`src/source/gat_debug_pkg.sv`:
```
`default_nettype none

package gat_debug_pkg;

  localparam int NUM_STG = 4;
  localparam int DBG_W   = 32;

  // Node whose score sum is latched into the capture word.
  localparam int CAPTURE_NODE = 5;

  // Watched link boundaries, in pipeline order.
  typedef enum logic [1:0] {
    STG_IN   = 2'd0,
    STG_PROJ = 2'd1,
    STG_ACT  = 2'd2,
    STG_OUT  = 2'd3
  } stage_e;

  // Boundary s owns the pair vld_seen[s] and rdy_seen[s].
  typedef struct packed {
    logic [NUM_STG-1:0] vld_seen;
    logic [NUM_STG-1:0] rdy_seen;
  } dbg_status_t;

endpackage

`default_nettype wire

```
`src/source/gat_types_pkg.sv`:
```
`default_nettype none

package gat_types_pkg;

  localparam int NUM_FEAT   = 4;
  localparam int FEAT_W     = 8;
  localparam int WH_W       = 18; // Holds 4 x 127 x 128 with sign.
  localparam int SUM_W      = 24;
  localparam int NODE_W     = 10;
  localparam int CNT_W      = 8;
  localparam int LEAK_SHIFT = 3;

  // Element 0 sits in the low byte, so WEIGHTS[0] is 3.
  localparam logic [NUM_FEAT-1:0][FEAT_W-1:0] WEIGHTS = {
    8'sd1, 8'sd5, -8'sd2, 8'sd3
  };

  // One incoming edge. The last flag closes the destination node.
  typedef struct packed {
    logic [NODE_W-1:0]                  node;
    logic                               last;
    logic [NUM_FEAT-1:0][FEAT_W-1:0]    feat;
  } edge_t;

  typedef struct packed {
    logic [NODE_W-1:0]        node;
    logic                     last;
    logic signed [WH_W-1:0]   wh;
  } proj_t;

  typedef struct packed {
    logic [NODE_W-1:0]        node;
    logic                     last;
    logic signed [WH_W-1:0]   score;
  } score_t;

  // One result per destination node.
  typedef struct packed {
    logic [NODE_W-1:0]        node;
    logic signed [SUM_W-1:0]  sum;
    logic [CNT_W-1:0]         cnt;
  } node_res_t;

endpackage

`default_nettype wire
```
`src/source/gat_layer_top.sv`:
```
`timescale 1ns/10ps
`default_nettype none

module gat_layer_top (
  input  wire                                clk,
  input  wire                                rst_n,
  input  wire                                edge_valid_i,
  output logic                               edge_ready_o,
  input  gat_types_pkg::edge_t               edge_i,
  output logic                               res_valid_o,
  input  wire                                res_ready_i,
  output gat_types_pkg::node_res_t           res_o,
  output logic [gat_debug_pkg::DBG_W-1:0]    debug_status_o,
  output logic [gat_debug_pkg::DBG_W-1:0]    debug_count_o,
  output logic [gat_debug_pkg::DBG_W-1:0]    debug_capture_o
);

  gat_types_pkg::proj_t                proj;
  logic                                proj_valid;
  logic                                proj_ready;
  gat_types_pkg::score_t               score;
  logic                                score_valid;
  logic                                score_ready;
  logic [gat_debug_pkg::NUM_STG-1:0]   link_valid;
  logic [gat_debug_pkg::NUM_STG-1:0]   link_ready;
  gat_debug_pkg::dbg_status_t          mon_status;

  wh_proj u_wh_proj (
    .clk         (clk),
    .rst_n       (rst_n),
    .in_valid_i  (edge_valid_i),
    .in_ready_o  (edge_ready_o),
    .in_edge_i   (edge_i),
    .out_valid_o (proj_valid),
    .out_ready_i (proj_ready),
    .out_proj_o  (proj)
  );

  attn_act u_attn_act (
    .clk         (clk),
    .rst_n       (rst_n),
    .in_valid_i  (proj_valid),
    .in_ready_o  (proj_ready),
    .in_proj_i   (proj),
    .out_valid_o (score_valid),
    .out_ready_i (score_ready),
    .out_score_o (score)
  );

  neighbor_aggr u_neighbor_aggr (
    .clk         (clk),
    .rst_n       (rst_n),
    .in_valid_i  (score_valid),
    .in_ready_o  (score_ready),
    .in_score_i  (score),
    .out_valid_o (res_valid_o),
    .out_ready_i (res_ready_i),
    .out_res_o   (res_o)
  );

  // Link vectors are indexed by the stage enum.
  assign link_valid[gat_debug_pkg::STG_IN]   = edge_valid_i;
  assign link_ready[gat_debug_pkg::STG_IN]   = edge_ready_o;
  assign link_valid[gat_debug_pkg::STG_PROJ] = proj_valid;
  assign link_ready[gat_debug_pkg::STG_PROJ] = proj_ready;
  assign link_valid[gat_debug_pkg::STG_ACT]  = score_valid;
  assign link_ready[gat_debug_pkg::STG_ACT]  = score_ready;
  assign link_valid[gat_debug_pkg::STG_OUT]  = res_valid_o;
  assign link_ready[gat_debug_pkg::STG_OUT]  = res_ready_i;

  gat_monitor u_gat_monitor (
    .clk             (clk),
    .rst_n           (rst_n),
    .link_valid_i    (link_valid),
    .link_ready_i    (link_ready),
    .res_i           (res_o),
    .debug_status_o  (mon_status),
    .debug_count_o   (debug_count_o),
    .debug_capture_o (debug_capture_o)
  );

  assign debug_status_o = gat_debug_pkg::DBG_W'(mon_status); // Zero-extended.

endmodule

`default_nettype wire

```
`src/source/gat_monitor.sv`:
```
`timescale 1ns/10ps
`default_nettype none

module gat_monitor (
  input  wire                                      clk,
  input  wire                                      rst_n,
  input  wire  [gat_debug_pkg::NUM_STG-1:0]        link_valid_i,
  input  wire  [gat_debug_pkg::NUM_STG-1:0]        link_ready_i,
  input  gat_types_pkg::node_res_t                 res_i,
  output gat_debug_pkg::dbg_status_t               debug_status_o,
  output logic [gat_debug_pkg::DBG_W-1:0]          debug_count_o,
  output logic [gat_debug_pkg::DBG_W-1:0]          debug_capture_o
);

  gat_debug_pkg::dbg_status_t             status_q;
  logic [gat_types_pkg::CNT_W-1:0]        node_cnt_q;
  logic signed [gat_types_pkg::SUM_W-1:0] capture_q;
  logic                                   out_xfer;
  logic                                   capture_hit;

  assign out_xfer    = link_valid_i[gat_debug_pkg::STG_OUT] &&
                       link_ready_i[gat_debug_pkg::STG_OUT];
  assign capture_hit = out_xfer && (res_i.node == gat_types_pkg::NODE_W'(gat_debug_pkg::CAPTURE_NODE));

  // Sticky flags. Once a link has shown valid or ready, the bit stays.
  always_ff @(posedge clk or negedge rst_n) begin
    if (!rst_n) begin
      status_q <= '0;
    end else begin
      status_q.vld_seen <= status_q.vld_seen | link_valid_i;
      status_q.rdy_seen <= status_q.rdy_seen | link_ready_i;
    end
  end

  always_ff @(posedge clk or negedge rst_n) begin
    if (!rst_n) begin
      node_cnt_q <= '0;
    end else if (out_xfer) begin
      node_cnt_q <= node_cnt_q + 1'b1; // Wraps after 255 results.
    end
  end

  // Keeps the most recent sum seen for the capture node.
  always_ff @(posedge clk or negedge rst_n) begin
    if (!rst_n) begin
      capture_q <= '0;
    end else if (capture_hit) begin
      capture_q <= res_i.sum;
    end
  end

  assign debug_status_o  = status_q;
  assign debug_count_o   = gat_debug_pkg::DBG_W'(node_cnt_q);
  assign debug_capture_o = gat_debug_pkg::DBG_W'(capture_q); // Sign-extended.

endmodule

`default_nettype wire

```
`src/source/neighbor_aggr.sv`:
```
`timescale 1ns/10ps
`default_nettype none

module neighbor_aggr (
  input  wire                        clk,
  input  wire                        rst_n,
  input  wire                        in_valid_i,
  output logic                       in_ready_o,
  input  gat_types_pkg::score_t      in_score_i,
  output logic                       out_valid_o,
  input  wire                        out_ready_i,
  output gat_types_pkg::node_res_t   out_res_o
);

  logic signed [gat_types_pkg::SUM_W-1:0] acc_sum;
  logic        [gat_types_pkg::CNT_W-1:0] acc_cnt;
  logic signed [gat_types_pkg::SUM_W-1:0] sum_next;
  logic        [gat_types_pkg::CNT_W-1:0] cnt_next;
  logic                                   accept;
  logic                                   close_node;

  // Only one result may be pending, so every score waits for a free slot.
  assign in_ready_o = !out_valid_o || out_ready_i;
  assign accept     = in_valid_i && in_ready_o;
  assign close_node = accept && in_score_i.last;

  // Running totals including the edge on the input this cycle.
  assign sum_next = acc_sum + $signed(in_score_i.score);
  assign cnt_next = acc_cnt + 1'b1;

  always_ff @(posedge clk or negedge rst_n) begin
    if (!rst_n) begin
      acc_sum <= '0;
      acc_cnt <= '0;
    end else if (close_node) begin
      acc_sum <= '0; // Next node starts from zero.
      acc_cnt <= '0;
    end else if (accept) begin
      acc_sum <= sum_next;
      acc_cnt <= cnt_next;
    end
  end

  always_ff @(posedge clk or negedge rst_n) begin
    if (!rst_n) begin
      out_valid_o <= 1'b0;
    end else if (close_node) begin
      out_valid_o <= 1'b1;
    end else if (out_ready_i) begin
      out_valid_o <= 1'b0;
    end
  end

  always_ff @(posedge clk) begin
    if (close_node) begin
      out_res_o.node <= in_score_i.node;
      out_res_o.sum  <= sum_next;
      out_res_o.cnt  <= cnt_next;
    end
  end

endmodule

`default_nettype wire

```
`src/source/attn_act.sv`:
```
`timescale 1ns/10ps
`default_nettype none

module attn_act (
  input  wire                        clk,
  input  wire                        rst_n,
  input  wire                        in_valid_i,
  output logic                       in_ready_o,
  input  gat_types_pkg::proj_t       in_proj_i,
  output logic                       out_valid_o,
  input  wire                        out_ready_i,
  output gat_types_pkg::score_t      out_score_o
);

  logic signed [gat_types_pkg::WH_W-1:0] act;
  logic                                  accept;

  // Leaky ReLU. Negative scores are scaled by 1/8 with the sign kept.
  always_comb begin
    if (in_proj_i.wh[gat_types_pkg::WH_W-1]) begin
      act = $signed(in_proj_i.wh) >>> gat_types_pkg::LEAK_SHIFT;
    end else begin
      act = in_proj_i.wh;
    end
  end

  assign in_ready_o = !out_valid_o || out_ready_i;
  assign accept     = in_valid_i && in_ready_o;

  always_ff @(posedge clk or negedge rst_n) begin
    if (!rst_n) begin
      out_valid_o <= 1'b0;
    end else if (accept) begin
      out_valid_o <= 1'b1;
    end else if (out_ready_i) begin
      out_valid_o <= 1'b0;
    end
  end

  always_ff @(posedge clk) begin
    if (accept) begin
      out_score_o.node  <= in_proj_i.node;
      out_score_o.last  <= in_proj_i.last;
      out_score_o.score <= act;
    end
  end

endmodule

`default_nettype wire

```
`src/source/wh_proj.sv`:
```
`timescale 1ns/10ps
`default_nettype none

module wh_proj (
  input  wire                        clk,
  input  wire                        rst_n,
  input  wire                        in_valid_i,
  output logic                       in_ready_o,
  input  gat_types_pkg::edge_t       in_edge_i,
  output logic                       out_valid_o,
  input  wire                        out_ready_i,
  output gat_types_pkg::proj_t       out_proj_o
);

  logic signed [gat_types_pkg::WH_W-1:0] dot;
  logic                                  accept;

  // Each product is formed at WH_W bits, so no partial sum can overflow.
  always_comb begin
    dot = '0;
    for (int i = 0; i < gat_types_pkg::NUM_FEAT; i++) begin
      dot = dot + $signed(in_edge_i.feat[i]) * $signed(gat_types_pkg::WEIGHTS[i]);
    end
  end

  assign in_ready_o = !out_valid_o || out_ready_i; // Empty, or draining this cycle.
  assign accept     = in_valid_i && in_ready_o;

  always_ff @(posedge clk or negedge rst_n) begin
    if (!rst_n) begin
      out_valid_o <= 1'b0;
    end else if (accept) begin
      out_valid_o <= 1'b1;
    end else if (out_ready_i) begin
      out_valid_o <= 1'b0;
    end
  end

  always_ff @(posedge clk) begin
    if (accept) begin
      out_proj_o.node <= in_edge_i.node;
      out_proj_o.last <= in_edge_i.last;
      out_proj_o.wh   <= dot;
    end
  end

endmodule

`default_nettype wire

```
`config.mk`:
```
export PLATFORM = sky130hd
export DESIGN_NAME = gat_layer_top
export DESIGN_NICKNAME = d
export VERILOG_FILES = /design/src/source/gat_debug_pkg.sv /design/src/source/gat_types_pkg.sv /design/src/source/gat_layer_top.sv /design/src/source/gat_monitor.sv /design/src/source/neighbor_aggr.sv /design/src/source/attn_act.sv /design/src/source/wh_proj.sv
export SDC_FILE = /design/constraint.sdc
export NUM_CORES = 1
export LEC_CHECK = 0
export BUFFER_PORTS_ARGS = -buffer_cell sky130_fd_sc_hd__clkbuf_2
export CAP_MARGIN = 20
export CORE_MARGIN = 2
export CORE_UTILIZATION = 40
export DETAILED_ROUTE_END_ITERATION = 12
export GPL_ROUTABILITY_DRIVEN = 0
export GPL_TIMING_DRIVEN = 1
export PLACE_DENSITY = 0.67
export SLEW_MARGIN = 40
export SYNTH_ARGS = -nofsm -noshare
export SYNTH_HDL_FRONTEND = slang
export SYNTH_SLANG_ARGS = --single-unit
export TNS_END_PERCENT = 10
```
`constraint.sdc`:
```
create_clock -name clk -period 7 [get_ports clk]
set_input_delay 0.7 -clock clk [delete_from_list [all_inputs] [get_ports clk]]
set_output_delay 0.7 -clock clk [all_outputs]
set_load 0.02 [all_outputs]
```
==> flow_metrics.py <==
metrics = {
    "status": {
        "status": "complete, no violations",
    },
    "critical_path": {
        "endpoint_kind": "flip-flop",
        "required_ns": 7.16,
        "cp.arrival_ns": 5.60,
        "ff2ff_setup_slack_ns": 4.38,
        "reg2reg_from": "u_neighbor_aggr.acc_sum[0]",
        "cp_max_fo": 8,
        "crit_path_start_kind": "input pin",
        "reg2reg_to": "u_neighbor_aggr.acc_sum[22]",
        "rr_worst_depth": 10,
        "path_class": "in -> reg",
    },
    "clock_tree": {
        "cts.hold.buffers_added": 0,
        "cts_buffers": 17,
        "post_cts_buffers": 0,
        "cts_resized": 0,
        "tritoncts": "yes",
        "clk_latency_ns": 0.41,
        "clkTransAtPathRegs_ns": 0.07,
        "htree_levels": 4,
        "cts_root_buf": "clkbuf_16",
        "ctsLongestPathBuffers": 2,
        "cts_sinks": 175,
    },
    "global_route": {
        "grt_pass1_vias": 6328,
        "track_usage": 0.135,
        "grt_pass1_wl_um": 29600,
        "grt_max_degree": 76,
        "antenna_found_initial": 0,
        "overflow": 0,
    },
    "detailed_routing": {
        "ant_nets": 0,
        "drc": 0,
        "wl_um": 17600,
        "drt_iter0_drc": 248,
        "viasPerCell": 4.73,
        "firstDrtPassIters": 4,
        "wl_per_cell_um": 13.1,
        "vias": 6332,
    },
    "sta": {
        "fin_crit_ns": 5.45,
        "slew_headroom": 0.519,
        "rsz0062_at_grt": "false",
        "fmax_mhz": 184,
        "holdWs_ns": 0.310,
        "tns_ns": 0,
        "fin_skew_ns": 0.00962,
        "setup_viol": 0,
        "drv_slew": 0,
        "worst_slew_pin_slew_ns": 0.720,
        "final_hold_viol_count": 0,
        "fin_crit_sh": 0.778,
    },
    "finish": {
        "stdcell_count": 1339,
        "final_util": 0.466,
        "final_nets": 1152,
        "drive_gt1_frac": 0.232,
        "multiInputGateArea_mm2": 0.00476,
        "diodes": 0,
        "fillCellCount": 2309,
        "seq_area_mm2": 0.00488,
        "areaGrowthSynthToFinish_pct": 14.5,
    },
    "run": {
        "maxCapViolCount": 0,
    },
    "floorplan": {
        "rows": 58,
        "core_mm2": 0.0251,
        "die_x_um": 164,
        "die_h_um": 164,
        "dieArea_mm2": 0.0268,
        "pin_count": 187,
        "start_util": 0.407,
    },
    "logic_synthesis": {
        "synth.largest_area_cell": "edfxtp_1",
        "ys_types": 59,
        "netlist_area_mm2": 0.0102,
        "avgSynthCellArea_um2": 11.9,
        "synth-edff-count": 100,
        "async_flop_share": 0.429,
        "synth_seq_cells": 175,
        "synth-main-ff-cell": "edfxtp_1",
        "synth_top_area_share": 0.294,
        "synth_warnings": 0,
        "ys_top_cells_by_area": "edfxtp_1 29%, dfrtp_1 18%, ha_1 8.8%",
        "seq_area_frac_synth": 0.478,
        "syn-instance-count": 857,
    },
    "power": {
        "power_mw": 4.68,
        "p_leak_nw": 5.39,
        "vdd_drop_max_uv": 195,
        "p_per_area_mw_per_mm2": 400,
    },
    "hold_path": {
        "worst_hold_path_type": "in -> async",
    },
    "placed_design": {
        "dp_hpwl_um": 13400,
        "dp.cells": 1307,
        "port_buffers": 138,
    },
}
[how the worst max path moves through the flow]
stage | start | to | slack, ns | depth (start not counted)
6_report | edge_i[17] | u_wh_proj.out_proj_o[17] | 1.55 | 22
5_1_grt | edge_i[17] | u_wh_proj.out_proj_o[17] | 1.16 | 22
4_1_cts | edge_i[17] | u_wh_proj.out_proj_o[17] | 1.55 | 22
3_5_place_dp | edge_i[17] | u_wh_proj.out_proj_o[17] | 1.12 | 22
3_3_place_gp | edge_i[17] | u_wh_proj.out_proj_o[17] | 1.22 | 22
2_1_floorplan | edge_i[17] | u_wh_proj.out_proj_o[17] | 1.56 | 22
[cell usage in the layout (no fill, tap or decap), drive strengths merged, types with 23 or more instances in the layout]
master,n
edfxtp,100
mux2,40
a21oi,33
conb,48
a22o,23
xnor2,46
inv,79
nand2,56
ha,72
nor2,29
o21ai,32
xor2,25
clkbuf,155
dfrtp,75
fa,37
[cell type report]
cell class / instances / area share
sequential: 175 / 0.417
multi-input combinational: 582 / 0.406
timing repair buffer: 145 / 0.0653
clock buffer: 18 / 0.0367
tap: 330 / 0.0353
inverter: 75 / 0.0241
clock inverter: 14 / 0.0154
[registers in the layout (all words and copies together) (netlist names), 8 cells and up]
register                      count
u_attn_act.out_score_o           29
u_gat_monitor.capture_q          24
u_gat_monitor.debug_status_o      8
u_gat_monitor.node_cnt_q          8
u_neighbor_aggr.acc_cnt           8
u_neighbor_aggr.acc_sum          24
u_neighbor_aggr.out_res_o        42
u_wh_proj.out_proj_o             29
[layer usage]
metal / vias to the layer above / GRT usage / part of all wire
li1: 3178 / - / -
met1: 2988 / 0.187 / 0.48
met2: 154 / 0.223 / 0.47
met3: 12 / 0.0222 / 0.044
met4: 0 / 0.0287 / 0.0094
met5: - / 0 / 0
[critical path: stages]
cell,delay (ns)
clkbuf_2,0.10
ha_1,0.28
ha_1,0.16
inv_1,0.05
fa_1,0.39
inv_1,0.07
a21oi_1,0.06
o21bai_1,0.21
a21o_1,0.16
a21o_1,0.15
nand2_1,0.10
xor2_1,0.59
fa_1,0.56
fa_1,0.51
inv_1,0.04
ha_1,0.38
o21a_1,0.21
o31ai_1,0.06
o211ai_1,0.20
a221o_1,0.36
a21oi_1,0.17
xnor2_1,0.08
[through the flow]
step / setup WS (ns) / cell area, µm²
final: 1.55 / 11700
after global routing: 1.16 / 11700
after CTS: 1.55 / 11700
after detailed placement: 1.12 / 11100
after global placement: 1.22 / 11100
after floorplan: 1.56 / 10400
[Yosys cell counts (2+ instances only)]
cell type  number
nand4_1         5
o21bai_1        6
and2_1          3
fa_1           37
edfxtp_1      100
mux2_2         40
dfrtp_1        75
nor2b_1         7
a221o_1         2
o31ai_1         2
o211ai_1        4
a21o_1         18
o21a_1          9
nand2_1        56
nor4_1          3
nor3_1         10
a21oi_1        33
or2_2          10
a31oi_1         3
inv_1          74
ha_1           72
buf_2           3
and4_1          2
nand2b_1        9
a22o_1         23
and3_1          4
xor2_1         25
xnor2_1        46
nor2_1         29
o21ai_0        31
a21boi_0        3
buf_4          56
mux2i_1         2
a211oi_1        4
clkbuf_1       13
nand3_1        15
[cells by family after synthesis]
logic type,count (synthesis),synth area share
other,1,0.000367
multiplexers,42,0.0460
adder cells (fa/ha/maj),109,0.161
flip-flops,175,0.478
AO/OA/AOI/OAI,152,0.104
XOR/XNOR,71,0.0609
buffers and inverters,147,0.0749
AND/OR/NAND/NOR,160,0.0758
[power breakdown]
| part | internal, mW | total (mW) | switching (mW) | leakage (nW) |
|---|---|---|---|---|
| clock | 0.541 | 0.951 | 0.409 | 0.295 |
| sequential | 1.49 | 1.64 | 0.158 | 1.92 |
| combinational | 0.887 | 2.08 | 1.20 | 3.18 |
No activity file was read; power rests on OpenSTA's default activity.
